<file path="src/aes_pkg.sv">
package aes_pkg;

	localparam int NR = 10;
	localparam int KEY_RAM_DEPTH = 16;

	typedef logic [127:0] block_t;
	typedef logic [127:0] key_t;
	typedef logic [31:0]  word_t;
	typedef logic [3:0]   round_idx_t;  // also the key RAM address

	typedef enum logic [1:0] {ST_IDLE, ST_KEY_EXP, ST_CIPHER, ST_DONE} aes_state_t;

	typedef struct packed {
		logic       we;
		round_idx_t addr;
		key_t       data;
	} rk_write_t;

	typedef struct packed {
		logic step;
		logic first;        // initial AddRoundKey only
		logic final_round;  // round without MixColumns
	} round_ctl_t;

	function automatic logic [7:0] xtime(input logic [7:0] b);
		return {b[6:0], 1'b0} ^ (b[7] ? 8'h1b : 8'h00);
	endfunction

	function automatic logic [7:0] gf_mul(input logic [7:0] a, input logic [7:0] b);
		logic [7:0] p;
		logic [7:0] t;
		p = 8'h00;
		t = a;
		for (int i = 0; i < 8; i++) begin
			if (b[i])
				p = p ^ t;
			t = xtime(t);
		end
		return p;
	endfunction

	// inverse as x^254 = x^2 * x^4 * ... * x^128, then the affine map
	function automatic logic [7:0] sbox_byte(input logic [7:0] x);
		logic [7:0] sq;
		logic [7:0] inv;
		sq = x;
		inv = 8'h01;
		for (int i = 1; i < 8; i++) begin
			sq = gf_mul(sq, sq);
			inv = gf_mul(inv, sq);
		end
		return inv ^ {inv[6:0], inv[7]} ^ {inv[5:0], inv[7:6]} ^ {inv[4:0], inv[7:5]}
			^ {inv[3:0], inv[7:4]} ^ 8'h63;
	endfunction

	function automatic word_t sub_word(input word_t w);
		word_t o;
		for (int i = 0; i < 4; i++)
			o[8*i +: 8] = sbox_byte(w[8*i +: 8]);
		return o;
	endfunction

	function automatic word_t rot_word(input word_t w);
		return {w[23:0], w[31:24]};
	endfunction

	function automatic block_t sub_bytes(input block_t s);
		block_t o;
		for (int i = 0; i < 16; i++)
			o[8*i +: 8] = sbox_byte(s[8*i +: 8]);
		return o;
	endfunction

	// byte 4*c+r sits at column c, row r, first byte in the msbs
	function automatic block_t shift_rows(input block_t s);
		block_t o;
		for (int c = 0; c < 4; c++)
			for (int r = 0; r < 4; r++)
				o[127-8*(4*c+r) -: 8] = s[127-8*(4*((c+r)%4)+r) -: 8];
		return o;
	endfunction

	function automatic block_t mix_columns(input block_t s);
		block_t     o;
		logic [7:0] a0;
		logic [7:0] a1;
		logic [7:0] a2;
		logic [7:0] a3;
		for (int c = 0; c < 4; c++) begin
			a0 = s[127-32*c -: 8];
			a1 = s[119-32*c -: 8];
			a2 = s[111-32*c -: 8];
			a3 = s[103-32*c -: 8];
			o[127-32*c -: 8] = xtime(a0) ^ xtime(a1) ^ a1 ^ a2 ^ a3;
			o[119-32*c -: 8] = a0 ^ xtime(a1) ^ xtime(a2) ^ a2 ^ a3;
			o[111-32*c -: 8] = a0 ^ a1 ^ xtime(a2) ^ xtime(a3) ^ a3;
			o[103-32*c -: 8] = xtime(a0) ^ a0 ^ a1 ^ a2 ^ xtime(a3);
		end
		return o;
	endfunction

	function automatic logic [7:0] rcon(input round_idx_t i);
		case (i)
			4'd1:    return 8'h01;
			4'd2:    return 8'h02;
			4'd3:    return 8'h04;
			4'd4:    return 8'h08;
			4'd5:    return 8'h10;
			4'd6:    return 8'h20;
			4'd7:    return 8'h40;
			4'd8:    return 8'h80;
			4'd9:    return 8'h1b;
			4'd10:   return 8'h36;
			default: return 8'h00;
		endcase
	endfunction

endpackage

</file>
<file path="src/round_counter.sv">
`timescale 1ns/1ns

module round_counter
	import aes_pkg::*;
(
	input  logic       clk,
	input  logic       rst_n,
	input  logic       clear,
	input  logic       step,
	output round_idx_t round_idx,
	output logic       last_round
);

	always_ff @(posedge clk or negedge rst_n) begin
		if (!rst_n)
			round_idx <= '0;
		else if (clear)
			round_idx <= '0;
		else if (step)
			round_idx <= round_idx + 4'd1;
	end

	assign last_round = (round_idx == round_idx_t'(NR));

	a_idx_range: assert property (@(posedge clk) disable iff (!rst_n)
		round_idx <= round_idx_t'(NR));

endmodule

</file>
<file path="config.mk">
export PLATFORM = sky130hd
export DESIGN_NAME = round_counter
export DESIGN_NICKNAME = d
export VERILOG_FILES = /design/src/aes_pkg.sv /design/src/round_counter.sv
export SDC_FILE = /design/constraint.sdc
export NUM_CORES = 1
export LEC_CHECK = 0
export BUFFER_PORTS_ARGS = -buffer_cell sky130_fd_sc_hd__buf_2
export CORE_AREA = 2 2 39 41
export DETAILED_ROUTE_END_ITERATION = 10
export DIE_AREA = 0 0 41 43
export GPL_TIMING_DRIVEN = 0
export PLACE_DENSITY = 0.32
export SLEW_MARGIN = 20
export SYNTH_ARGS = -nofsm -noshare
export SYNTH_HDL_FRONTEND = slang
export SYNTH_SLANG_ARGS = --single-unit
</file>
<file path="constraint.sdc">
create_clock -name clk -period 3.83 [get_ports clk]
set_clock_uncertainty 0.15 [all_clocks]
set_input_delay 0.1915 -clock clk [delete_from_list [all_inputs] [get_ports clk]]
set_output_delay 0.1915 -clock clk [all_outputs]
set_load 0.03 [all_outputs]
</file>
# ---- After elaboration in Yosys (flattened, before gate mapping)
# Cells that the tools add are included.
dict set report word_totals {
  output_inout_bits 5
  register_bits 4
  input_bits 4
  elab_cells 6
}
dict set report classes {
  eq_ne 1
  n_mux 2
  addsub 1
  n_reduce_logical 1
}
# op count
set ops {}
lappend ops {{two-way mux 4 bit} 2}
lappend ops {{adder 4 x 1 -> 4 bit (second input constant)} 1}
lappend ops {{== test 4 bit (second input constant)} 1}
lappend ops {{nonzero test 2 bit} 1}

# ---- Logic depth before layout (Yosys ltp)
dict set report logic_depth {
  word_depth 3
  depth_mapped 4
  depth_no_buf 4
}

# ---- Worst setup path before layout
# No wires, ideal clock.
dict set report synth_path {
  path_kind {reg2out}
  startpoint {register round_idx[1]}
  endpoint {output port last_round}
  path_buffers 0
  setup_slack_ps 2277
  path_stages_with_launch 4
  t_arrival_ps 1211
  required_ps 3489
  path_cell_list {dfrtp_1 > ha_1 > nand2_1 > nor2_1}
}
dict set report synth_via {
  elab_chain_cells 1
}
# element line_no
set synth_lines {}
lappend synth_lines {{from (decl)} round_counter.sv:10} ;# output round_idx_t round_idx,
lappend synth_lines {{from (signal assigned)} round_counter.sv:20} ;# round_idx <= round_idx + 4'd1;
lappend synth_lines {{== test 4 bit} round_counter.sv:23} ;# assign last_round = (round_idx == round_idx_t'(NR));
lappend synth_lines {{to (decl)} round_counter.sv:11} ;# output logic last_round
# Every way passes these cells.

# ---- Final worst setup path
dict set report layout_path {
  startpoint {register round_idx[0]}
  endpoint {output port last_round}
}
# Same word-level chain as after synthesis.

==> metrics <==
Total GRT Usage 0.0758; P&R area growth vs syn 41.8%; Setup crit start kind register; max cap viols 0; antenna violations before repair 0; wire length per cell a little under 10 um; internal power 0.0864 mW; final wirelength between 400 and 500 um; CTS buffer count 3; CP Class reg -> out; CTS tree yes; Distinct cells, synth 14; Ant. Diodes 0; syn_area_per_cell 10.5 um2; slowest stage delay, CP around 420 ps; max FFs per register 4; commonest non-fill, non-tap cell in the layout buf_2; Comb pwr share 0.147; gpl congestion 0.639; largest net degree at the start of global routing 7; CP endpoint kind output port; critical path's slowest cell dfrtp_1; via/cell ratio around 4.0; vias 194; # setup viols final 0; Peak Freq approximately 0.66 GHz; Yosys reg bits 4; post-place setup slack 2480 ps; Hold Crit Class in -> reg; DIE AREA 1760 um2; nets@finish ~40; Pleak 0.165 nW; Buffers & Inverters on Critical Path 2; Clk pwr share 0.443; Critical Path RT 3490 ps; Post-Syn Area approximately 220 um2; clk_lat worst skew about 230 ps; global route overflow 0; RSZ-0062 raised after global routing false; global-route wire length before repair roughly 840 um; Cells after DPL 45; NetSw 0.0293 mW; status complete, no violations; WP data arrival 1180 ps; root buffer cell clkbuf_4; Worst path top cell family by delay flip-flops; Ys Warns 0; critical-path maximum fanout 5; DP Wirelength between 300 and 400 um; CTS sink cnt 4; input/output buffers 8; fin cells 49; setup repair bufs after CTS 0; setup TNS 0 ps; Reg clk slew, reported paths 40 ps; DRC Markers 0; # H-tree levels 1; Hold Vio Cnt, Final 0; PwrDens between 300 and 400 nW/um2; vias in the first global route 202; most flop-heavy register round_idx; Final Power 0.116 mW; # fillers around 160; Slew Viols, Final 0; 1st-iter DRT viols 4; Mapped Nets 27; Post-Syn Instances 21; CP cell instances inv_1, ha_1, nand2_1, nor2_1, buf_2; layout cells sized above 1 0.394; antenna viol nets, final 0; switching share of total power 0.253; Top-Level Pins 9; Max Root-Sink Buffers 2; final setup margin between 2000 and 2500 ps; Die Ht ~43 um; Worst Max-Slew Pin Slew between 150 and 200 ps; Max IR drop VDD 119 uV; Tcrit/Tclk final 0.398; Final Critical Period 1520 ps; final design utilization 0.227; sequential share of the synthesized area 0.452; most frequent cells in the layout buf_2 (8), dfrtp_1 (4), nor2_1 (3), clkbuf_4 (3); biggest regs round_idx (4); worst relative slew slack 0.886; cell row count 14; sequential power share 0.410; Die Span X ~41 um; initial core utilization 0.160; drt pass-1 iters 2; Core Region 1380 um2
## logic make-up (layout without fill, tap and decap cells)
| logic type | count (synthesis) | in the layout | synth area share |
|---|---|---|---|
| AND/OR/NAND/NOR | 9 | 9 | 0.220 |
| flip-flops | 4 | 4 | 0.452 |
| AO/OA/AOI/OAI | 3 | 3 | 0.0904 |
| adder cells (fa/ha/maj) | 2 | 2 | 0.113 |
| XOR/XNOR | 1 | 1 | 0.0396 |
| multiplexers | 1 | 1 | 0.0678 |
| buffers and inverters | 1 | 13 | 0.0169 |
## path summary, 6_finish.rpt
path	startpoint	endpoint	slack (ps)	cells after the start
setup / recovery	round_idx[0]	last_round	2310	5
hold / removal	clear	round_idx[1]	30	2
setup reg to reg	round_idx[0]	round_idx[1]	2510	4
hold reg to reg	round_idx[1]	round_idx[1]	470	2
max in group asynchronous	rst_n	round_idx[2]	3270	2
min in group asynchronous	rst_n	round_idx[3]	130	2
## synth_stat cells, drive strengths merged
| cell | instances | share of area |
|---|---|---|
| nand2 | 1 | 0.017 |
| mux2 | 1 | 0.068 |
| dfrtp | 4 | 0.45 |
| nand2b | 1 | 0.028 |
| or2b | 1 | 0.034 |
| nand3b | 1 | 0.034 |
| nor2b | 1 | 0.028 |
| ha | 2 | 0.11 |
| xnor2 | 1 | 0.040 |
| nand4 | 1 | 0.028 |
| a21oi | 2 | 0.045 |
| inv | 1 | 0.017 |
| nor2 | 3 | 0.051 |
| a21bo | 1 | 0.045 |
## per-stage QoR
step           hold slack [ps]  area [um2]
2_1_floorplan             -254         221
3_3_place_gp              -151         282
3_5_place_dp              -149         282
4_1_cts                   19.3         314
5_1_grt                   23.3         314
6_report                  29.2         314
## per-layer routing
| layer | GRT usage | part of all wire | wire [um] |
|---|---|---|---|
| met2 | 0.106 | 0.48 | 225 |
| met1 | 0.0852 | 0.44 | 206 |
| met5 | 0 | 0 | 0 |
| met4 | 0.0600 | 0 | 0 |
| met3 | 0.0314 | 0.085 | 40 |
## final cells by class
| cell class | count | area [um2] | area share |
|---|---|---|---|
| multi-input cells | 16 | 118 | 0.375 |
| inverters | 1 | 3.75 | 0.0120 |
| flip-flops and latches | 4 | 100 | 0.319 |
| well taps | 16 | 20.0 | 0.0637 |
| clock buffers | 3 | 22.5 | 0.0717 |
| repair buffers | 9 | 50.0 | 0.159 |
## power groups by stage
stage / Sequential (mW) / Clock (mW) / Combinational, mW
global placement: 0.0482 / 0 / 0.0161
finish: 0.0475 / 0.0513 / 0.0170
floorplan: 0.0517 / 0 / 0.00546
detailed placement: 0.0481 / 0 / 0.0165
CTS: 0.0476 / 0.0541 / 0.0173
global route: 0.0480 / 0.0582 / 0.0193
## timing repair
item | 4_1_cts | 5_1_grt
resized for setup | 0 | 0
hold endpoints to repair | 4 | 0
hold buffers | 1 | 0
Note: power is estimated with default switching activity, not from simulation.
