## src/aes_pkg.sv

```systemverilog
package aes_pkg;

	localparam int NR = 10;
	localparam int KEY_RAM_DEPTH = 16;

	typedef logic [127:0] block_t;
	typedef logic [127:0] key_t;
	typedef logic [31:0]  word_t;
	typedef logic [3:0]   round_idx_t;  // also the key RAM address

	typedef enum logic [1:0] {ST_IDLE, ST_KEY_EXP, ST_CIPHER, ST_DONE} aes_state_t;

	typedef struct packed {
		logic       we;
		round_idx_t addr;
		key_t       data;
	} rk_write_t;

	typedef struct packed {
		logic step;
		logic first;        // initial AddRoundKey only
		logic final_round;  // round without MixColumns
	} round_ctl_t;

	function automatic logic [7:0] xtime(input logic [7:0] b);
		return {b[6:0], 1'b0} ^ (b[7] ? 8'h1b : 8'h00);
	endfunction

	function automatic logic [7:0] gf_mul(input logic [7:0] a, input logic [7:0] b);
		logic [7:0] p;
		logic [7:0] t;
		p = 8'h00;
		t = a;
		for (int i = 0; i < 8; i++) begin
			if (b[i])
				p = p ^ t;
			t = xtime(t);
		end
		return p;
	endfunction

	// inverse as x^254 = x^2 * x^4 * ... * x^128, then the affine map
	function automatic logic [7:0] sbox_byte(input logic [7:0] x);
		logic [7:0] sq;
		logic [7:0] inv;
		sq = x;
		inv = 8'h01;
		for (int i = 1; i < 8; i++) begin
			sq = gf_mul(sq, sq);
			inv = gf_mul(inv, sq);
		end
		return inv ^ {inv[6:0], inv[7]} ^ {inv[5:0], inv[7:6]} ^ {inv[4:0], inv[7:5]}
			^ {inv[3:0], inv[7:4]} ^ 8'h63;
	endfunction

	function automatic word_t sub_word(input word_t w);
		word_t o;
		for (int i = 0; i < 4; i++)
			o[8*i +: 8] = sbox_byte(w[8*i +: 8]);
		return o;
	endfunction

	function automatic word_t rot_word(input word_t w);
		return {w[23:0], w[31:24]};
	endfunction

	function automatic block_t sub_bytes(input block_t s);
		block_t o;
		for (int i = 0; i < 16; i++)
			o[8*i +: 8] = sbox_byte(s[8*i +: 8]);
		return o;
	endfunction

	// byte 4*c+r sits at column c, row r, first byte in the msbs
	function automatic block_t shift_rows(input block_t s);
		block_t o;
		for (int c = 0; c < 4; c++)
			for (int r = 0; r < 4; r++)
				o[127-8*(4*c+r) -: 8] = s[127-8*(4*((c+r)%4)+r) -: 8];
		return o;
	endfunction

	function automatic block_t mix_columns(input block_t s);
		block_t     o;
		logic [7:0] a0;
		logic [7:0] a1;
		logic [7:0] a2;
		logic [7:0] a3;
		for (int c = 0; c < 4; c++) begin
			a0 = s[127-32*c -: 8];
			a1 = s[119-32*c -: 8];
			a2 = s[111-32*c -: 8];
			a3 = s[103-32*c -: 8];
			o[127-32*c -: 8] = xtime(a0) ^ xtime(a1) ^ a1 ^ a2 ^ a3;
			o[119-32*c -: 8] = a0 ^ xtime(a1) ^ xtime(a2) ^ a2 ^ a3;
			o[111-32*c -: 8] = a0 ^ a1 ^ xtime(a2) ^ xtime(a3) ^ a3;
			o[103-32*c -: 8] = xtime(a0) ^ a0 ^ a1 ^ a2 ^ xtime(a3);
		end
		return o;
	endfunction

	function automatic logic [7:0] rcon(input round_idx_t i);
		case (i)
			4'd1:    return 8'h01;
			4'd2:    return 8'h02;
			4'd3:    return 8'h04;
			4'd4:    return 8'h08;
			4'd5:    return 8'h10;
			4'd6:    return 8'h20;
			4'd7:    return 8'h40;
			4'd8:    return 8'h80;
			4'd9:    return 8'h1b;
			4'd10:   return 8'h36;
			default: return 8'h00;
		endcase
	endfunction

endpackage

```

## src/round_key_ram.sv

```systemverilog
`timescale 1ns/1ns

module round_key_ram
	import aes_pkg::*;
(
	input  logic       clk,
	input  round_idx_t addr,
	input  rk_write_t  wr,
	output key_t       rd_data
);

	key_t mem [KEY_RAM_DEPTH];

	always_ff @(posedge clk) begin
		if (wr.we)
			mem[addr] <= wr.data;
		rd_data <= mem[addr];  // read first on a write cycle
	end

	// only round keys 0..NR are ever stored
	a_wr_range: assert property (@(posedge clk) wr.we |-> addr <= round_idx_t'(NR));

endmodule

```

## config.mk

```make
export PLATFORM = sky130hd
export DESIGN_NAME = round_key_ram
export DESIGN_NICKNAME = d
export VERILOG_FILES = /design/src/aes_pkg.sv /design/src/round_key_ram.sv
export SDC_FILE = /design/constraint.sdc
export NUM_CORES = 2
export LEC_CHECK = 0
export ABC_AREA = 1
export BUFFER_PORTS_ARGS = -buffer_cell sky130_fd_sc_hd__buf_2
export CORE_AREA = 5 5 547 549
export CTS_CLUSTER_SIZE = 24
export DETAILED_ROUTE_END_ITERATION = 8
export DIE_AREA = 0 0 552 554
export SYNTH_ARGS = -nofsm -noshare
export SYNTH_HDL_FRONTEND = slang
export SYNTH_SLANG_ARGS = --single-unit
export TNS_END_PERCENT = 1
```

## constraint.sdc

```tcl
create_clock -name clk -period 21 [get_ports clk]
set_input_delay 0 -clock clk [delete_from_list [all_inputs] [get_ports clk]]
set_output_delay 0 -clock clk [all_outputs]
set_load 0.005 [all_outputs]
```

Word level (Yosys, flattened, before mapping):

Memories as Yosys holds them, arrays and structs flattened. A register that Yosys moved wholly into a read port is not among the register bits.
Index checks and enable logic that the tools add are counted.

* memories: 1
* memory bits (read-only): 0
* input bits: 138
* register bits: 0
* memory bits (writable): 2048
* logic and storage cells: 3
* output and inout bits: 128
* bits in latches: 0

* reductions and logical operators: 0
* magnitude comparators: 0
* multipliers: 0
* equal/unequal tests: 0
* $add $sub $neg: 0
* shift-type cells: 0
* bitwise logic cells: 0
* muxes and demuxes: 2
* div/mod/pow operators: 0

Memories
* mem: words 16, bits a word 128, read ports 1, clocked after memory_dff 1, wr ports 1, RTL line round_key_ram.sv:12 `key_t mem [KEY_RAM_DEPTH];`

Operators with widths (count)
* 1-bit 2-to-1 mux: 2

Depth between registers and ports, before layout:

* word-level depth: 2
* gate-level depth with buffers: 13
* gate-level depth less buffers: 9

Worst setup path after synthesis:

Ideal clock, no wire load.

* path type: input to register
* start: input addr[0]
* end: memory mem[0][0] (netlist bit) (enable)
* slack: 14275 ps
* arrival: 6107 ps
* data required time: 20383 ps
* stages: 7
* library setup time: 617 ps
* buffers on the path: 4
* cell sequence: buf_4 inv_4 buf_6 buf_6 buf_2 nand3_1 nor2_1

RTL lines
* start: declaration: RTL line round_key_ram.sv:7 `input round_idx_t addr,`
* end: declaration: RTL line round_key_ram.sv:12

Straight into the memory's write port.

Worst setup path in the final report:

* start: input addr[1]
* end: memory mem[12][21] (netlist bit) (enable)

Straight into the memory's write port.

==> impl_metrics.env <==
export IMPL_grt_pass1_wl_um=348000
export IMPL_cts_hold_buffers_added=185
export IMPL_syn_nets=8501
export IMPL_clk_latency_ns=0.89
export IMPL_cts_tree="yes"
export IMPL_syn_instance_count=8363
export IMPL_internal_power_mw=7.46
export IMPL_crit_top_cell="buf_4"
export IMPL_total_power_mw=9.62
export IMPL_hold_path_class="input port to flip-flop"
export IMPL_antenna_found_initial=38
export IMPL_setup_violations=0
export IMPL_design_core_area_mm2=0.293
export IMPL_firstDrtPassIters=6
export IMPL_die_h_um=554
export IMPL_syn_cell_area_mm2=0.0876
export IMPL_cts_root_buf="clkbuf_16"
export IMPL_worstPathCellList="dlygate4sd3_1 > buf_8 > inv_8 > nand3_1 > nor2_4 > buf_4 > buf_4 > buf_4"
export IMPL_combPwrFrac=0.060
export IMPL_final_util=0.350
export IMPL_antenna_left=0
export IMPL_cts_htree_levels=4
export IMPL_switching_share=0.225
export IMPL_hold_worst_slack_ns=0.0652
export IMPL_crit_slowest_cell="buf_4"
export IMPL_synth_cell_types=13
export IMPL_timing_slew_headroom=0.176
export IMPL_fillCellCount=28700
export IMPL_num_rows=199
export IMPL_cellPowerDensity_mw_per_mm2=93.6
export IMPL_crit_type="input port to flip-flop"
export IMPL_synth_seq_area_share=0.731
export IMPL_ff_latch_area_mm2=0.0641
export IMPL_period_share=0.221
export IMPL_cts_buffers=238
export IMPL_gp_congestion=0.721
export IMPL_clockBufferDepth=4
export IMPL_fin_setup_tns_ns=0
export IMPL_worstPathArrival_ns=5.11
export IMPL_vias=56300
export IMPL_dp_cells=12200
export IMPL_totalWireLength_um=234000
export IMPL_status="complete, no violations"
export IMPL_boundaryPins=266
export IMPL_grt_overflow=0
export IMPL_hpwl_um=110000
export IMPL_die_area_mm2=0.306
export IMPL_final_cell_mix="nand2_1 (5506), edfxtp_1 (2048), inv_1 (259), buf_2 (259), clkbuf_16 (240)"
export IMPL_hold_viol_final=0
export IMPL_grt_max_degree=221
export IMPL_pwr_share_clk=0.432
export IMPL_p_leak_nw=42.6
export IMPL_post_cts_setup_buffer_count=0
export IMPL_seq_power_share=0.508
export IMPL_period_minus_slack_ns=4.63
export IMPL_setup_worst_path_start_class="input port"
export IMPL_cts_clk_slew_worst_paths_ns=0.06
export IMPL_synth_avg_cell_area_um2=10.5
export IMPL_fmaxAchievable_mhz=216
export IMPL_end_kind="flip-flop"
export IMPL_power_net_switching_mw=2.16
export IMPL_area_delta_synth_final_pct=17.2
export IMPL_grt_usage=0.149
export IMPL_clock_sinks=2176
export IMPL_wl_per_cell_um=18.2
export IMPL_vdd_ir_drop_worst_mv=0.0796
export IMPL_maxSlewViolCount=0
export IMPL_die_w_um=552
export IMPL_grt_setup_unrepaired="false"
export IMPL_slowest_delay_ns=0.87
export IMPL_yosys_area_top_type="edfxtp_1"
export IMPL_fin_skew_ns=0.0586
export IMPL_yosys_area_top_type_share=0.702
export IMPL_drcViolationCount=0
export IMPL_drt_iter0_drc=4105
export IMPL_tightestPinTransition_ns=1.24
export IMPL_layout_commonest_cell="nand2_1"
export IMPL_multi_input_area_mm2=0.0209
export IMPL_critPathRequiredTime_ns=21.48
export IMPL_drive_gt1_frac=0.0814
export IMPL_yosys_warnings=0
export IMPL_cts_resized=0
export IMPL_fin_cells=12900
export IMPL_synth_seq_cells=2176
export IMPL_fin_nets=8877
export IMPL_port_buffers=261
export IMPL_initial_core_util=0.299
export IMPL_grt_pass1_vias=54600
export IMPL_vias_per_cell=4.37
export IMPL_cap_violations=0
export IMPL_synthTopCellsByArea="edfxtp_1 (70%), nand2_1 (24%), dfxtp_1 (2.9%)"
export IMPL_critPathMaxFanout=98
## logic make-up after synthesis
| logic type | count (synthesis) | synth area share |
|---|---|---|
| buffers and inverters | 659 | 0.0323 |
| flip-flops | 2176 | 0.731 |
| AND/OR/NAND/NOR | 5528 | 0.237 |
## power by group through the flow
stage	registers [mW]	logic, mW	clock network (mW)
after global placement	4.97	0.548	0
after CTS	4.89	0.593	4.26
after floorplan	4.98	0.314	0
final	4.89	0.580	4.15
after detailed placement	4.98	0.555	0
after global routing	4.89	0.658	4.44
## flip-flops by register name, indices dropped and copies added (netlist names)
name	cells
mem	2048
rd_data	128
## final cells by class
type                    count  share of cell area
diodes                     12            0.000292
clock buffers             305              0.0629
clock inverters           136              0.0139
inverters                 263             0.00994
multi-input cells        5528               0.203
flip-flops and latches   2176               0.624
well taps                3919              0.0477
repair buffers            532              0.0382
## synthesized netlist by cell type
cell      count
nand2_1    5506
edfxtp_1   2048
inv_1       261
buf_2       254
dfxtp_1     128
clkbuf_1    106
buf_1        29
nor2_1       18
buf_4         4
nand3_1       4
buf_6         3
inv_2         1
inv_4         1
## path summary, 6_finish.rpt
| path | start | cells after the start | slack, ns | endpoint |
|---|---|---|---|---|
| worst max-delay path | addr[1] | 8 | 16.37 | mem[12][21]$_DFFE_PP_ |
| worst min-delay path | wr[21] | 2 | 0.07 | mem[3][21]$_DFFE_PP_ |
| worst max register to register | mem[1][7]$_DFFE_PP_ | 9 | 19.53 | rd_data[7]$_DFF_P_ |
| worst min register to register | mem[8][99]$_DFFE_PP_ | 8 | 0.65 | rd_data[99]$_DFF_P_ |
## worst max-delay path, delay by kind of cell
family	cells	cell delay, ns
buffers and inverters	6	3.85
AND/OR/NAND/NOR	2	0.98
## stage by stage
| stage | setup WS [ns] | cell area, um2 |
|---|---|---|
| 2_1_floorplan | 14.28 | 87600 |
| 3_3_place_gp | 16.02 | 92900 |
| 3_5_place_dp | 15.97 | 92900 |
| 4_1_cts | 16.33 | 103000 |
| 5_1_grt | 16.21 | 103000 |
| 6_report | 16.37 | 103000 |
## per-layer routing
layer,GRT usage,vias up,wire [um]
met5,0,-,67
met4,0.0370,10,5620
met3,0.0196,396,10900
met2,0.268,1330,118000
met1,0.189,27000,99800
li1,-,27600,-
No activity file was read; power rests on OpenSTA's default activity.
