File: config.mk
export PLATFORM = sky130hd
export DESIGN_NAME = aes_ctrl
export DESIGN_NICKNAME = d
export VERILOG_FILES = /design/src/aes_pkg.sv /design/src/aes_ctrl.sv
export SDC_FILE = /design/constraint.sdc
export NUM_CORES = 1
export LEC_CHECK = 0
export ABC_AREA = 1
export BUFFER_PORTS_ARGS = -buffer_cell sky130_fd_sc_hd__buf_2
export CORE_AREA = 2 2 39 41
export DETAILED_ROUTE_END_ITERATION = 10
export DIE_AREA = 0 0 41 43
export GPL_ROUTABILITY_DRIVEN = 0
export GPL_TIMING_DRIVEN = 0
export PLACE_DENSITY = 0.57
export SETUP_SLACK_MARGIN = 0.2
export SKIP_CTS_REPAIR_TIMING = 1
export SKIP_LAST_GASP = 1
export SYNTH_ARGS = -nofsm -noshare
export SYNTH_HDL_FRONTEND = slang
export SYNTH_SLANG_ARGS = --single-unit
File: constraint.sdc
create_clock -name clk -period 1.7 [get_ports clk]
set_clock_uncertainty 0.2 [all_clocks]
set_input_delay 0.255 -clock clk [delete_from_list [all_inputs] [get_ports clk]]
set_output_delay 0.255 -clock clk [all_outputs]
set_load 0.03 [all_outputs]
File: src/aes_pkg.sv
package aes_pkg;

	localparam int NR = 10;
	localparam int KEY_RAM_DEPTH = 16;

	typedef logic [127:0] block_t;
	typedef logic [127:0] key_t;
	typedef logic [31:0]  word_t;
	typedef logic [3:0]   round_idx_t;  // also the key RAM address

	typedef enum logic [1:0] {ST_IDLE, ST_KEY_EXP, ST_CIPHER, ST_DONE} aes_state_t;

	typedef struct packed {
		logic       we;
		round_idx_t addr;
		key_t       data;
	} rk_write_t;

	typedef struct packed {
		logic step;
		logic first;        // initial AddRoundKey only
		logic final_round;  // round without MixColumns
	} round_ctl_t;

	function automatic logic [7:0] xtime(input logic [7:0] b);
		return {b[6:0], 1'b0} ^ (b[7] ? 8'h1b : 8'h00);
	endfunction

	function automatic logic [7:0] gf_mul(input logic [7:0] a, input logic [7:0] b);
		logic [7:0] p;
		logic [7:0] t;
		p = 8'h00;
		t = a;
		for (int i = 0; i < 8; i++) begin
			if (b[i])
				p = p ^ t;
			t = xtime(t);
		end
		return p;
	endfunction

	// inverse as x^254 = x^2 * x^4 * ... * x^128, then the affine map
	function automatic logic [7:0] sbox_byte(input logic [7:0] x);
		logic [7:0] sq;
		logic [7:0] inv;
		sq = x;
		inv = 8'h01;
		for (int i = 1; i < 8; i++) begin
			sq = gf_mul(sq, sq);
			inv = gf_mul(inv, sq);
		end
		return inv ^ {inv[6:0], inv[7]} ^ {inv[5:0], inv[7:6]} ^ {inv[4:0], inv[7:5]}
			^ {inv[3:0], inv[7:4]} ^ 8'h63;
	endfunction

	function automatic word_t sub_word(input word_t w);
		word_t o;
		for (int i = 0; i < 4; i++)
			o[8*i +: 8] = sbox_byte(w[8*i +: 8]);
		return o;
	endfunction

	function automatic word_t rot_word(input word_t w);
		return {w[23:0], w[31:24]};
	endfunction

	function automatic block_t sub_bytes(input block_t s);
		block_t o;
		for (int i = 0; i < 16; i++)
			o[8*i +: 8] = sbox_byte(s[8*i +: 8]);
		return o;
	endfunction

	// byte 4*c+r sits at column c, row r, first byte in the msbs
	function automatic block_t shift_rows(input block_t s);
		block_t o;
		for (int c = 0; c < 4; c++)
			for (int r = 0; r < 4; r++)
				o[127-8*(4*c+r) -: 8] = s[127-8*(4*((c+r)%4)+r) -: 8];
		return o;
	endfunction

	function automatic block_t mix_columns(input block_t s);
		block_t     o;
		logic [7:0] a0;
		logic [7:0] a1;
		logic [7:0] a2;
		logic [7:0] a3;
		for (int c = 0; c < 4; c++) begin
			a0 = s[127-32*c -: 8];
			a1 = s[119-32*c -: 8];
			a2 = s[111-32*c -: 8];
			a3 = s[103-32*c -: 8];
			o[127-32*c -: 8] = xtime(a0) ^ xtime(a1) ^ a1 ^ a2 ^ a3;
			o[119-32*c -: 8] = a0 ^ xtime(a1) ^ xtime(a2) ^ a2 ^ a3;
			o[111-32*c -: 8] = a0 ^ a1 ^ xtime(a2) ^ xtime(a3) ^ a3;
			o[103-32*c -: 8] = xtime(a0) ^ a0 ^ a1 ^ a2 ^ xtime(a3);
		end
		return o;
	endfunction

	function automatic logic [7:0] rcon(input round_idx_t i);
		case (i)
			4'd1:    return 8'h01;
			4'd2:    return 8'h02;
			4'd3:    return 8'h04;
			4'd4:    return 8'h08;
			4'd5:    return 8'h10;
			4'd6:    return 8'h20;
			4'd7:    return 8'h40;
			4'd8:    return 8'h80;
			4'd9:    return 8'h1b;
			4'd10:   return 8'h36;
			default: return 8'h00;
		endcase
	endfunction

endpackage

File: src/aes_ctrl.sv
`timescale 1ns/1ns

module aes_ctrl
	import aes_pkg::*;
(
	input  logic       clk,
	input  logic       rst_n,
	input  logic       en,
	input  logic       cipher_mode,
	input  logic       key_exp_mode,
	input  logic       last_round,
	output logic       cnt_clear,
	output logic       cnt_step,
	output logic       kx_load,
	output logic       kx_step,
	output round_ctl_t round_ctl,
	output logic       key_exp_active,
	output logic       busy,
	output logic       done
);

	aes_state_t state;
	logic       accept;

	assign accept = (state == ST_IDLE) && en && (key_exp_mode || cipher_mode);

	assign cnt_clear = accept;
	assign cnt_step = (state == ST_KEY_EXP || state == ST_CIPHER) && !last_round;
	assign kx_load = accept && key_exp_mode;  // key expansion wins over cipher
	assign kx_step = (state == ST_KEY_EXP);
	assign key_exp_active = (state == ST_KEY_EXP);
	assign done = (state == ST_DONE);

	always_ff @(posedge clk or negedge rst_n) begin
		if (!rst_n) begin
			state <= ST_IDLE;
		end else begin
			case (state)
				ST_IDLE:
					if (accept)
						state <= key_exp_mode ? ST_KEY_EXP : ST_CIPHER;
				ST_KEY_EXP:
					if (last_round)
						state <= ST_DONE;
				ST_CIPHER:
					if (round_ctl.final_round)  // last round applied this cycle
						state <= ST_DONE;
				default:
					state <= ST_IDLE;
			endcase
		end
	end

	// round control trails the RAM address by one cycle to meet the read data
	always_ff @(posedge clk or negedge rst_n) begin
		if (!rst_n) begin
			round_ctl <= '0;
			busy <= 1'b0;
		end else begin
			round_ctl.step <= (state == ST_CIPHER) && !round_ctl.final_round;
			round_ctl.first <= (state == ST_CIPHER) && !round_ctl.step;
			round_ctl.final_round <= (state == ST_CIPHER) && last_round && !round_ctl.final_round;
			if (accept)
				busy <= 1'b1;
			else if (state == ST_DONE)
				busy <= 1'b0;
		end
	end

	a_done_pulse: assert property (@(posedge clk) disable iff (!rst_n)
		done |=> (!done && !busy));
	a_idle_not_busy: assert property (@(posedge clk) disable iff (!rst_n)
		(state == ST_IDLE) |-> !busy);

endmodule

==> Yosys cells after proc, flatten, opt, wreduce, memory -nomap -nowiden <==
Cells that the tools add are included.
{ "word_totals": {"output_inout_bits": 10, "elab_cells": 34, "register_bits": 6} }
{ "op_classes": {"eq_ne": 6, "n_mux": 7, "n_reduce_logical": 16} }
{ "op_table": {"columns": ["cell", "count"], "rows": [
  ["logical AND 1 bit", 8],
  ["two-way mux 2 bit", 4],
  ["inequality test 2 bit, second input constant", 3],
  ["case mux 2 bit (3 select lines)", 1],
  ["equality test 2 bit, second input constant", 2],
  ["zero test 1 bit", 3],
  ["AND reduction 3 bit", 1],
  ["equality test 2 x 1 -> 1 bit, second input constant", 1],
  ["zero test 2 bit", 1],
  ["logical OR 1 bit", 2],
  ["two-way mux 1 bit", 2],
  ["nonzero test 2 bit", 1]
]} }

==> Logic depth before layout (Yosys ltp) <==
{ "depth": {"ltp_word": 5, "mapped_depth": 9, "mapped_depth_nobuf": 9} }

==> Worst setup path after synthesis <==
OpenSTA, ideal clock, no wires.
{ "synth_timing": {"kind": "register to output", "from": "reg state[0]", "to": "out kx_load", "t_arrival_ps": 1282, "required_ps": 1245, "slack_ps": -37, "path_stages_with_launch": 7, "cell_sequence": "dfrtp_1 > inv_1 > ha_1 > nand2_1 > inv_1 > nand2_2 > nor2_1"} }
{ "synth_via": {"elab_chain_cells": 4} }
{ "synth_rtl": {"columns": ["item", "line_no", "source"], "rows": [
  ["from (decl)", "aes_ctrl.sv:22", "aes_state_t state;"],
  ["from (signal assigned)", "aes_ctrl.sv:41", "state <= key_exp_mode ? ST_KEY_EXP : ST_CIPHER;"],
  ["zero test 2 bit", "aes_ctrl.sv:25", "assign accept = (state == ST_IDLE) && en && (key_exp_mode || cipher_mode);"],
  ["logical AND 1 bit (2 in a row)", "aes_ctrl.sv:25", null],
  ["logical AND 1 bit", "aes_ctrl.sv:29", "assign kx_load = accept && key_exp_mode;"],
  ["to (decl)", "aes_ctrl.sv:14", "output logic kx_load,"]
]} }
Every way passes these cells.

==> Final worst setup path <==
{ "layout_timing": {"from": "reg state[1]", "to": "out kx_load"} }
The elaborated chain is that of the path after synthesis.

==> reports/results.txt <==
CP required - 1.24 ns
Fmax - 0.556 GHz
I/O pin count - 16
Filler cells - 138
Die width - 41 um
Commonest cells after routing, fill and taps aside - nand2_1 (10), buf_4 (10), inv_1 (9), buf_2 (9), buf_6 (6)
Sequential share of the synthesized area - 0.404
Worst setup path class - flip-flop to primary output
Max cap viols - 0
Met3 Routed Length - 18 um
Largest net degree at the start of global routing - 7
Top delay family on crit path - flip-flops
CP Launch Type - flip-flop
CTS Sinks - 6
Final nets - 89
Leakage power - 0.374 nW
Place WS - -0.0147 ns
Worst Path Buf+Inv - 3
Starting density of the core - 0.269
Drt initial violations - 7
Hold_sp - last_round
Final slew viol count - 0
Mapped Avg Cell Area - 7.74 sq um
Worst-path maximum fanout - 4
Synth area leaders - dfrtp_1 (40%), ha_1 (17%), inv_1 (13%), nand2_1 (10%), nand2_2 (6.7%)
Initial antenna violation count - 0
Met2 WL - 511 um
Clk_lat worst skew - 0.25 ns
CP peak stage delay - 0.43 ns
Wire per inst - 10.3 um
# DRC - 0
Die area - 1760 sq um
GR Util All Layers - 0.109
Critical path origin - state[1]
Wl on met1 - 368 um
Clk buf depth - 2
Net Count, Synth - 59
Hold WC Path Type - input port to flip-flop
CORE AREA - 1380 sq um
Worst vdd ir - 0.783 mV
Period utilization - 1.06
Gr ovfl total - 0
Setup TNS - -0.153 ns
Outcome - finished, violations left
CTS root buf - clkbuf_4
Min Tclk post-route - 1.80 ns
RSZ-0062 raised after global routing - true
Yosys cell types - 10
Flops & latches, synth - 6
First-pass GRT wire length - 1240 um
Total wire length - 943 um
Reg2reg start - state[1]
Setup violations, final - 4
IO buf count - 15
Highest routed layer - met4
Final HPWL DP - 570 um
Violated checks - negative setup slack
Cells after synthesis - 48
Total CTS buffers - 3
Power, Total - 0.00146 W
Slew HR - 0.903
Pre-Repair DR Iteration Count - 4
Slew @ Worst Pin - 0.144 ns
Clock-pin slew of the registers on the worst-case setup and hold paths - 0.05 ns
Vias in the first global route - 318
Post-synth top area share - 0.404
Final hold slack - 0.0683 ns
Yosys top cell by area - dfrtp_1
Area Growth Syn to Fin - 74.1%
Power per cell area - 2250 nW/um^2
WP data arrival - 1.34 ns
Synthesized cell area - 372 sq um
# diodes - 0
Post-route ant nets - 0
CTS H-tree depth - 1
CP endpoint kind - primary output
Fin worst setup slack - -0.0982 ns
Fraction of layout cells with a size suffix above 1 - 0.566
Site Rows - 14
Final non-filler cell total - 92
Height of the die - 43 um
Routed vias/inst - 4.11
Synth warn - 0
Slowest cell on the critical path - dfrtp_2
Via count - 378
Worst path cell trace - inv_2 > ha_4 > nand2_1 > inv_1 > nand2_2 > nor2_2 > buf_6
TritonCTS clock tree - built
Final hold violations - 0
Dpl cells - 79
layout make-up:
cell class | count | area (sq um) | share of cell area
clock buffers | 3 | 22.5 | 0.0348
multi-input cells | 28 | 203 | 0.313
well taps | 16 | 20.0 | 0.0309
inverters | 13 | 51.3 | 0.0793
flip-flops and latches | 6 | 153 | 0.236
plain buffers | 1 | 7.51 | 0.0116
repair buffers | 25 | 190 | 0.294
final timing paths:
| check | to | slack [ns] | depth (start not counted) |
|---|---|---|---|
| worst max-delay path | kx_load | -0.1 | 7 |
| worst max register to register | state[1] | 0.16 | 10 |
| worst min register to register | round_ctl[1] | 0.23 | 1 |
| max in group asynchronous | state[0] | 0.99 | 2 |
| min in group asynchronous | round_ctl[1] | 0.15 | 2 |
| worst min-delay path | round_ctl[0] | 0.07 | 3 |
state kept, by name, summed over array words and instances (netlist names):
signal     cells
round_ctl      3
state          2
busy           1
metal layers:
metal  global-route usage  vias up
met4                0.100        0
met1                0.107      170
met3               0.0157        4
li1                     -      195
met5                    0        -
met2                0.178        9
worst min-delay path: stages:
cell	delay, ns
buf_2	0.12
inv_1	0.07
nor2_1	0.04
logic make-up (layout without fill, tap and decap cells):
family	Yosys count	count (layout)	synth area share
adders and majority gates	5	5	0.168
and+or+nand+nor	20	20	0.236
buffers and inverters	14	42	0.152
DFF	6	6	0.404
AOI/OAI and AO/OA	3	3	0.0404
Yosys cell counts, drive strengths merged:
cell type / count
dfrtp: 6
nand3: 2
o21ai: 1
nor2: 4
inv: 13
nand2: 14
ha: 5
a21oi: 2
buf: 1
power by group:
part | leakage [nW] | internal [W] | switching [W]
Combinational | 0.287 | 0.000479 | 0.000580
Sequential | 0.0733 | 0.000217 | 0.0000424
Clock | 0.0138 | 0.0000803 | 0.0000579
stage by stage:
step | cell area, sq um | util
finish | 647 | 0.467
global placement | 472 | 0.341
floorplan | 377 | -
global route | 647 | 0.467
detailed placement | 472 | 0.341
CTS | 494 | 0.357
No activity file was read; power rests on OpenSTA's default activity.
