### config.mk
export PLATFORM = sky130hd
export DESIGN_NAME = key_expander
export DESIGN_NICKNAME = d
export VERILOG_FILES = /design/src/aes_pkg.sv /design/src/key_expander.sv
export SDC_FILE = /design/constraint.sdc
export NUM_CORES = 2
export LEC_CHECK = 0
export BUFFER_PORTS_ARGS = -buffer_cell sky130_fd_sc_hd__buf_2
export CORE_MARGIN = 2
export CORE_UTILIZATION = 45
export CTS_BUF_LIST = sky130_fd_sc_hd__clkbuf_8
export DETAILED_ROUTE_END_ITERATION = 12
export PLACE_DENSITY = 0.68
export RECOVER_POWER = 50
export SLEW_MARGIN = 40
export SYNTH_ARGS = -nofsm -noshare
export SYNTH_HDL_FRONTEND = slang
export SYNTH_SLANG_ARGS = --single-unit
### constraint.sdc
create_clock -name clk -period 43.2 [get_ports clk]
set_input_delay 2.16 -clock clk [delete_from_list [all_inputs] [get_ports clk]]
set_output_delay 2.16 -clock clk [all_outputs]
set_load 0.03 [all_outputs]
### src/aes_pkg.sv
package aes_pkg;

	localparam int NR = 10;
	localparam int KEY_RAM_DEPTH = 16;

	typedef logic [127:0] block_t;
	typedef logic [127:0] key_t;
	typedef logic [31:0]  word_t;
	typedef logic [3:0]   round_idx_t;  // also the key RAM address

	typedef enum logic [1:0] {ST_IDLE, ST_KEY_EXP, ST_CIPHER, ST_DONE} aes_state_t;

	typedef struct packed {
		logic       we;
		round_idx_t addr;
		key_t       data;
	} rk_write_t;

	typedef struct packed {
		logic step;
		logic first;        // initial AddRoundKey only
		logic final_round;  // round without MixColumns
	} round_ctl_t;

	function automatic logic [7:0] xtime(input logic [7:0] b);
		return {b[6:0], 1'b0} ^ (b[7] ? 8'h1b : 8'h00);
	endfunction

	function automatic logic [7:0] gf_mul(input logic [7:0] a, input logic [7:0] b);
		logic [7:0] p;
		logic [7:0] t;
		p = 8'h00;
		t = a;
		for (int i = 0; i < 8; i++) begin
			if (b[i])
				p = p ^ t;
			t = xtime(t);
		end
		return p;
	endfunction

	// inverse as x^254 = x^2 * x^4 * ... * x^128, then the affine map
	function automatic logic [7:0] sbox_byte(input logic [7:0] x);
		logic [7:0] sq;
		logic [7:0] inv;
		sq = x;
		inv = 8'h01;
		for (int i = 1; i < 8; i++) begin
			sq = gf_mul(sq, sq);
			inv = gf_mul(inv, sq);
		end
		return inv ^ {inv[6:0], inv[7]} ^ {inv[5:0], inv[7:6]} ^ {inv[4:0], inv[7:5]}
			^ {inv[3:0], inv[7:4]} ^ 8'h63;
	endfunction

	function automatic word_t sub_word(input word_t w);
		word_t o;
		for (int i = 0; i < 4; i++)
			o[8*i +: 8] = sbox_byte(w[8*i +: 8]);
		return o;
	endfunction

	function automatic word_t rot_word(input word_t w);
		return {w[23:0], w[31:24]};
	endfunction

	function automatic block_t sub_bytes(input block_t s);
		block_t o;
		for (int i = 0; i < 16; i++)
			o[8*i +: 8] = sbox_byte(s[8*i +: 8]);
		return o;
	endfunction

	// byte 4*c+r sits at column c, row r, first byte in the msbs
	function automatic block_t shift_rows(input block_t s);
		block_t o;
		for (int c = 0; c < 4; c++)
			for (int r = 0; r < 4; r++)
				o[127-8*(4*c+r) -: 8] = s[127-8*(4*((c+r)%4)+r) -: 8];
		return o;
	endfunction

	function automatic block_t mix_columns(input block_t s);
		block_t     o;
		logic [7:0] a0;
		logic [7:0] a1;
		logic [7:0] a2;
		logic [7:0] a3;
		for (int c = 0; c < 4; c++) begin
			a0 = s[127-32*c -: 8];
			a1 = s[119-32*c -: 8];
			a2 = s[111-32*c -: 8];
			a3 = s[103-32*c -: 8];
			o[127-32*c -: 8] = xtime(a0) ^ xtime(a1) ^ a1 ^ a2 ^ a3;
			o[119-32*c -: 8] = a0 ^ xtime(a1) ^ xtime(a2) ^ a2 ^ a3;
			o[111-32*c -: 8] = a0 ^ a1 ^ xtime(a2) ^ xtime(a3) ^ a3;
			o[103-32*c -: 8] = xtime(a0) ^ a0 ^ a1 ^ a2 ^ xtime(a3);
		end
		return o;
	endfunction

	function automatic logic [7:0] rcon(input round_idx_t i);
		case (i)
			4'd1:    return 8'h01;
			4'd2:    return 8'h02;
			4'd3:    return 8'h04;
			4'd4:    return 8'h08;
			4'd5:    return 8'h10;
			4'd6:    return 8'h20;
			4'd7:    return 8'h40;
			4'd8:    return 8'h80;
			4'd9:    return 8'h1b;
			4'd10:   return 8'h36;
			default: return 8'h00;
		endcase
	endfunction

endpackage

### src/key_expander.sv
`timescale 1ns/1ns

module key_expander
	import aes_pkg::*;
(
	input  logic      clk,
	input  logic      rst_n,
	input  logic      load,
	input  logic      step,
	input  key_t      key,
	output rk_write_t rk_write
);

	key_t       cur_key;
	round_idx_t rnd;       // round number of cur_key
	round_idx_t rnd_next;
	word_t      tmp;
	word_t      w0;
	word_t      w1;
	word_t      w2;
	word_t      w3;

	assign rnd_next = rnd + 4'd1;
	assign tmp = sub_word(rot_word(cur_key[31:0])) ^ {rcon(rnd_next), 24'h000000};
	assign w0 = cur_key[127:96] ^ tmp;
	assign w1 = cur_key[95:64] ^ w0;
	assign w2 = cur_key[63:32] ^ w1;
	assign w3 = cur_key[31:0] ^ w2;

	always_ff @(posedge clk or negedge rst_n) begin
		if (!rst_n)
			rnd <= '0;
		else if (load)
			rnd <= '0;
		else if (step)
			rnd <= rnd_next;
	end

	always_ff @(posedge clk) begin
		if (load)
			cur_key <= key;
		else if (step)
			cur_key <= {w0, w1, w2, w3};
	end

	assign rk_write = '{we: step, addr: rnd, data: cur_key};  // write before advancing

endmodule

# After elaboration in Yosys (flattened, before gate mapping)

Memories as Yosys holds them, arrays and structs flattened.
Index checks and enable logic that the tools add are counted.

Bitwise logic cells: 781
Add/subtract/negate cells: 1
$lt $le $gt $ge: 0
Equality and inequality tests: 0
Muxes and demuxes: 816
Divide/modulo/power cells: 0
Reduce and logical (&&, ||, !) cells: 1
Shift operators: 0
Multipliers: 0

Operators by type and width:

| cell                  | number |
|---|---|
| $mux W8               | 420 |
| $xor A8 B8 Y8         | 380 |
| $xor A8 B5 Y8         | 364 |
| $mux W5               | 368 |
| $mux W128             | 2 |
| $xor A32 B32 Y32      | 5 |
| $mux W7               | 4 |
| $not A1 Y1 const A    | 28 |
| $mux W4               | 6 |
| $mux W6               | 4 |
| $not A4 Y4            | 4 |
| $mux W3               | 4 |
| $mux W2               | 4 |
| $add A4 B1 Y4 const B | 1 |
| $mux W1               | 4 |
| $reduce_bool A2 Y1    | 1 |

Word-level logic and storage cells: 1602
Bits in writable memories: 0
Output and inout port bits: 133
ROM bits: 128
Bits in registers: 132
Input port bits: 132
Memories kept: 1
Latch bits: 0

Memory list:

| name             | depth | bits a word | read ports | clocked after memory_dff | wr ports | RTL line       | source |
|---|---|---|---|---|---|---|---|
| (name not given) | 16    | 8           | 1          | 0                        | 0        | aes_pkg.sv:103 | `case (i)` |

# Logic depth before layout (Yosys ltp)

Depth after elaboration: 139
Mapped depth: 69
Mapped depth without buffers: 56

# Worst setup path after synthesis

No wires, ideal clock.

Path kind: register to register
From: reg cur_key[15]
To: reg cur_key[22], data pin
Library setup time: 0.260 ns
Period minus slack after synthesis: 15.201 ns
Cell stages (with the launch flop): 65
Slack: 27.999 ns
Buffers on the path: 12
Data arrival time: 14.941 ns
Required time: 42.940 ns
Cells stage by stage: edfxtp_1 > ha_1 > buf_2 > nand2_1 > xnor2_1 > buf_2 > clkbuf_1 > buf_1 > ha_1 > clkbuf_1 > nand2_1 > xor2_1 > clkbuf_1 > nor2_1 > or2_2 > buf_2 > inv_1 > buf_2 > [29 not listed] > xnor2_1 > mux2_2 > mux2i_1 > xnor2_1 > a21oi_1 > xnor2_1 > nand2_1 > xnor2_1 > xnor2_1 > xnor2_1 > xor2_1 > xnor2_1 > xnor2_1 > xnor2_1 > xnor2_1 > xnor2_1 > xor2_1 > mux2_2

Longest elaborated chain between the ends: 136
Elaborated cells between the ends (all ways): 393
Classes of those cells: mux: 201; bitwise: 192

RTL lines:

| what                            | RTL line           | source |
|---|---|---|
| start, declared                 | key_expander.sv:14 | `key_t cur_key;` |
| start signal, assigned          | key_expander.sv:41 | `cur_key <= key;` |
| start signal, assigned          | key_expander.sv:43 | `cur_key <= {w0, w1, w2, w3};` |
| $mux W5                         | aes_pkg.sv:26      | `return {b[6:0], 1'b0} ^ (b[7] ? 8'h1b : 8'h00);` |
| $xor A8 B5 Y8                   | aes_pkg.sv:26      |  |
| $xor A8 B8 Y8                   | aes_pkg.sv:36      | `p = p ^ t;` |
| $mux W8                         | aes_pkg.sv:35      | `if (b[i])` |
| $xor A8 B8 Y8                   | aes_pkg.sv:36      |  |
| $mux W8                         | aes_pkg.sv:35      |  |
| $xor A8 B8 Y8                   | aes_pkg.sv:36      |  |
| $mux W8                         | aes_pkg.sv:35      |  |
| [120 not listed]                | -                  |  |
| $not A4 Y4 (no source line) (*) | -                  |  |
| $xor A32 B32 Y32 (*)            | key_expander.sv:24 | `assign tmp = sub_word(rot_word(cur_key[31:0])) ^ {rcon(rnd_next), 24'h000000};` |
| $xor A32 B32 Y32 (*)            | key_expander.sv:25 | `assign w0 = cur_key[127:96] ^ tmp;` |
| $xor A32 B32 Y32 (*)            | key_expander.sv:26 | `assign w1 = cur_key[95:64] ^ w0;` |
| $xor A32 B32 Y32 (*)            | key_expander.sv:27 | `assign w2 = cur_key[63:32] ^ w1;` |
| $xor A32 B32 Y32 (*)            | key_expander.sv:28 | `assign w3 = cur_key[31:0] ^ w2;` |
| $mux W128 (*)                   | key_expander.sv:42 | `else if (step)` |
| $mux W128 (*)                   | key_expander.sv:40 | `if (load)` |

Every way passes the cells marked *; elsewhere a longest branch is shown, timed or not. The select of a mux whose other input is x is not followed.
A chain may end at the register's enable or synchronous reset.

# Worst setup path in the final report

From: reg cur_key[23]
To: reg cur_key[58], data pin

Longest elaborated chain between the ends: 134
Elaborated cells between the ends (all ways): 391
Classes of those cells: mux: 201; bitwise: 190

RTL lines:

| what                                           | RTL line                     | source |
|---|---|---|
| $mux W5 or $mux W8 (tied branches)             | aes_pkg.sv:26, aes_pkg.sv:35 |  |
| $xor A8 B5 Y8 or $xor A8 B8 Y8 (tied branches) | aes_pkg.sv:26, aes_pkg.sv:36 |  |
| $xor A8 B8 Y8 or $mux W8 (tied branches)       | aes_pkg.sv:36, aes_pkg.sv:35 |  |
| $mux W8 or $xor A8 B8 Y8 (tied branches)       | aes_pkg.sv:35, aes_pkg.sv:36 |  |
| $xor A8 B8 Y8 or $mux W8 (tied branches)       | aes_pkg.sv:36, aes_pkg.sv:35 |  |
| $mux W8 or $xor A8 B8 Y8 (tied branches)       | aes_pkg.sv:35, aes_pkg.sv:36 |  |
| $xor A8 B8 Y8 or $mux W8 (tied branches)       | aes_pkg.sv:36, aes_pkg.sv:35 |  |
| $mux W8 or $xor A8 B8 Y8 (tied branches)       | aes_pkg.sv:35, aes_pkg.sv:36 |  |
| [116 not listed]                               | -                            |  |
| $xor A8 B8 Y8 (3 in series)                    | aes_pkg.sv:52                | `return inv ^ {inv[6:0], inv[7]} ^ {inv[5:0], inv[7:6]} ^ {inv[4:0], inv[7:5]}` |
| $xor A8 B8 Y8 (*)                              | aes_pkg.sv:53                | `^ {inv[3:0], inv[7:4]} ^ 8'h63;` |
| $xor A32 B32 Y32 (*)                           | key_expander.sv:24           |  |
| $xor A32 B32 Y32 (*)                           | key_expander.sv:25           |  |
| $xor A32 B32 Y32 (*)                           | key_expander.sv:26           |  |
| $xor A32 B32 Y32 (*)                           | key_expander.sv:27           |  |
| $mux W128 (*)                                  | key_expander.sv:42           |  |
| $mux W128 (*)                                  | key_expander.sv:40           |  |

Marked as above.

==> impl_metrics.ini <==
[routing]
drtPass1Iterations = 7
ant_nets = 0
routed_wl_um = 199000
viasPerCell = 5.94
routed-via-count = 58924
wl_per_cell_um = 20.0
drt-initial-drc-count = 6690
drc = 0

[place]
gp_congestion = 0.953
detailed_place_hpwl_um = 147000
numPortBuffers = 264

[sta]
tightest_slew_ns = 3.68
hold_viol = 0
timing.fmax_mhz = 52.9
finalSetupViolCount = 0
relSlewSlack_pct = -146
fin_skew_ns = 0.0351
post-route-period-util_pct = 43.7
period_minus_slack_ns = 18.90
rsz0062_at_grt = false
tns_ns = 0
final_max_slew_viol_count = 219

[global_route]
antenna_found_initial = 8
grt_pass1_wl_um = 313000
grt_max_degree = 73
gr-total-overflow = 0
track_usage_pct = 27.1
first_global_vias = 54986

[cts]
post_cts_buffers = 0
hold_buffers = 0
cts_root_buf = clkbuf_8
cts_made_buffers = 17
clkTransAtPathRegs_ns = 0.09
htree_levels = 4
tritoncts = done
cts.sinks = 132
clock_path_buffers = 2
clk_latency_ns = 0.63
cts_resized = 0

[synth]
yosysWarnings = 0
netlist_area_mm2 = 0.0622
synth.yosys.seq_area_share_pct = 6.34
synthArstFlopShare_pct = 3.03
yosysUniqueCellTypes = 116
syn_area_per_cell_um2 = 7.65
synthCells = 8140
synth-edff-count = 128
synth_seq_cells = 132
ys.flop_type = edfxtp_1
synthesis.nets = 8296

[setup_path]
path_common_cell = xnor2_1
worst_setup_path_start_kind = register
cp_data_arrival_time_ns = 19.15
path_max_fanout = 27
critical_path.slowest_cell = edfxtp_1
end_kind = register
slowest_delay_ns = 0.83
crit_required_ns = 43.46
worst-setup-path-type = reg2reg

[layout]
final_cell_mix = xnor2_1 (1529), nor2_1 (1047), nand2_1 (899)
drive_gt1_share_pct = 11.1
finalNetCount = 8255
areaGrowthSynthToFinish_pct = 6.73
layout_commonest_cell = xnor2_1
fill_cells = 13358

[outcome]
status = finished, violations left
failed_checks = capacitance limit, slew limit

[floorplanning]
pin_count = 265
chipWidth_um = 376
rows = 136
coreArea_mm2 = 0.137
die_y_um = 376
die-area_mm2 = 0.141
start_util_pct = 45.3

[hold_path]
hp-class = reg2reg

[job]
cap_violations = 5
==> area by class of cell <==
class	instances	area, µm²	area share [%]
clock inverter	15	116	0.175
inverter	91	342	0.514
tap	1794	2240	3.38
antenna	7	17.5	0.0264
timing repair buffer	506	3010	4.53
multi-input combinational	7351	56500	85.1
clock buffer	17	234	0.352
sequential	132	3940	5.94
==> cells in the mapped netlist, drive strengths merged (106+ instances only) <==
master	n	area, µm²
xor2	516	4860
nand3	188	941
nor2	1056	3980
mux2i	214	2160
o22ai	106	676
o21ai	426	2140
buf	225	1230
clkbuf	341	1280
nand2	903	3400
xnor2	1728	16100
nor3	208	1050
xnor3	318	7190
edfxtp	128	3840
a21oi	443	2240
==> final timing paths <==
kind	slack, ns	startpoint	end	cells past startpoint
max in group asynchronous	41.67	rst_n	rnd[2]	1
setup reg to reg	24.30	cur_key[23]	cur_key[58]	51
setup / recovery	24.30	cur_key[23]	cur_key[58]	51
hold reg to reg	0.72	cur_key[86]	cur_key[86]	2
min in group asynchronous	1.35	rst_n	rnd[1]	1
hold / removal	0.72	cur_key[86]	cur_key[86]	2
==> state kept, by name (all words and copies together), names as in the netlist <==
| register | count |
|---|---|
| cur_key | 128 |
| rnd | 4 |
==> routing by layer <==
layer,track usage [%],wire length [µm],share of wire (%),vias to the layer above
met2,43.4,89600,45,2739
met3,4.94,19600,9.8,309
li1,-,-,-,27995
met5,0,24,0.012,-
met4,6.15,4090,2.1,4
met1,37.5,85400,43,27877
==> cells by family after synthesis <==
kind of cell	synth area share (%)
AO/OA/AOI/OAI	17.2
XOR/XNOR	47.0
adder cells (fa/ha/maj)	0.515
flip-flops	6.34
buffers and inverters	4.59
AND/OR/NAND/NOR	19.1
multiplexers	5.31
==> through the flow <==
stage	utilization [%]	hold slack, ns	std cells	instance area [µm²]	setup WS [ns]
2_1_floorplan	-	0.773	8140	62200	28.00
3_3_place_gp	47.7	0.656	9868	65500	24.20
3_5_place_dp	48.0	0.690	9872	65900	24.17
4_1_cts	48.3	0.714	9904	66300	24.09
5_1_grt	48.4	0.754	9909	66400	23.25
6_report	48.4	0.722	9913	66400	24.30
==> worst max-delay path, delay by kind of cell (launching register included) <==
kind	cells	cell delay [ns]
and+or+nand+nor	6	0.80
buffers and inverters	3	1.25
AOI/OAI and AO/OA	5	1.45
adders and majority gates	3	1.55
xor gates and xnor gates	31	11.45
DFF	1	0.83
muxes	3	1.15
Power is left out: the tool's default activity adds up to more than one toggle a clock period on the data nets, which glitch-free logic cannot reach.
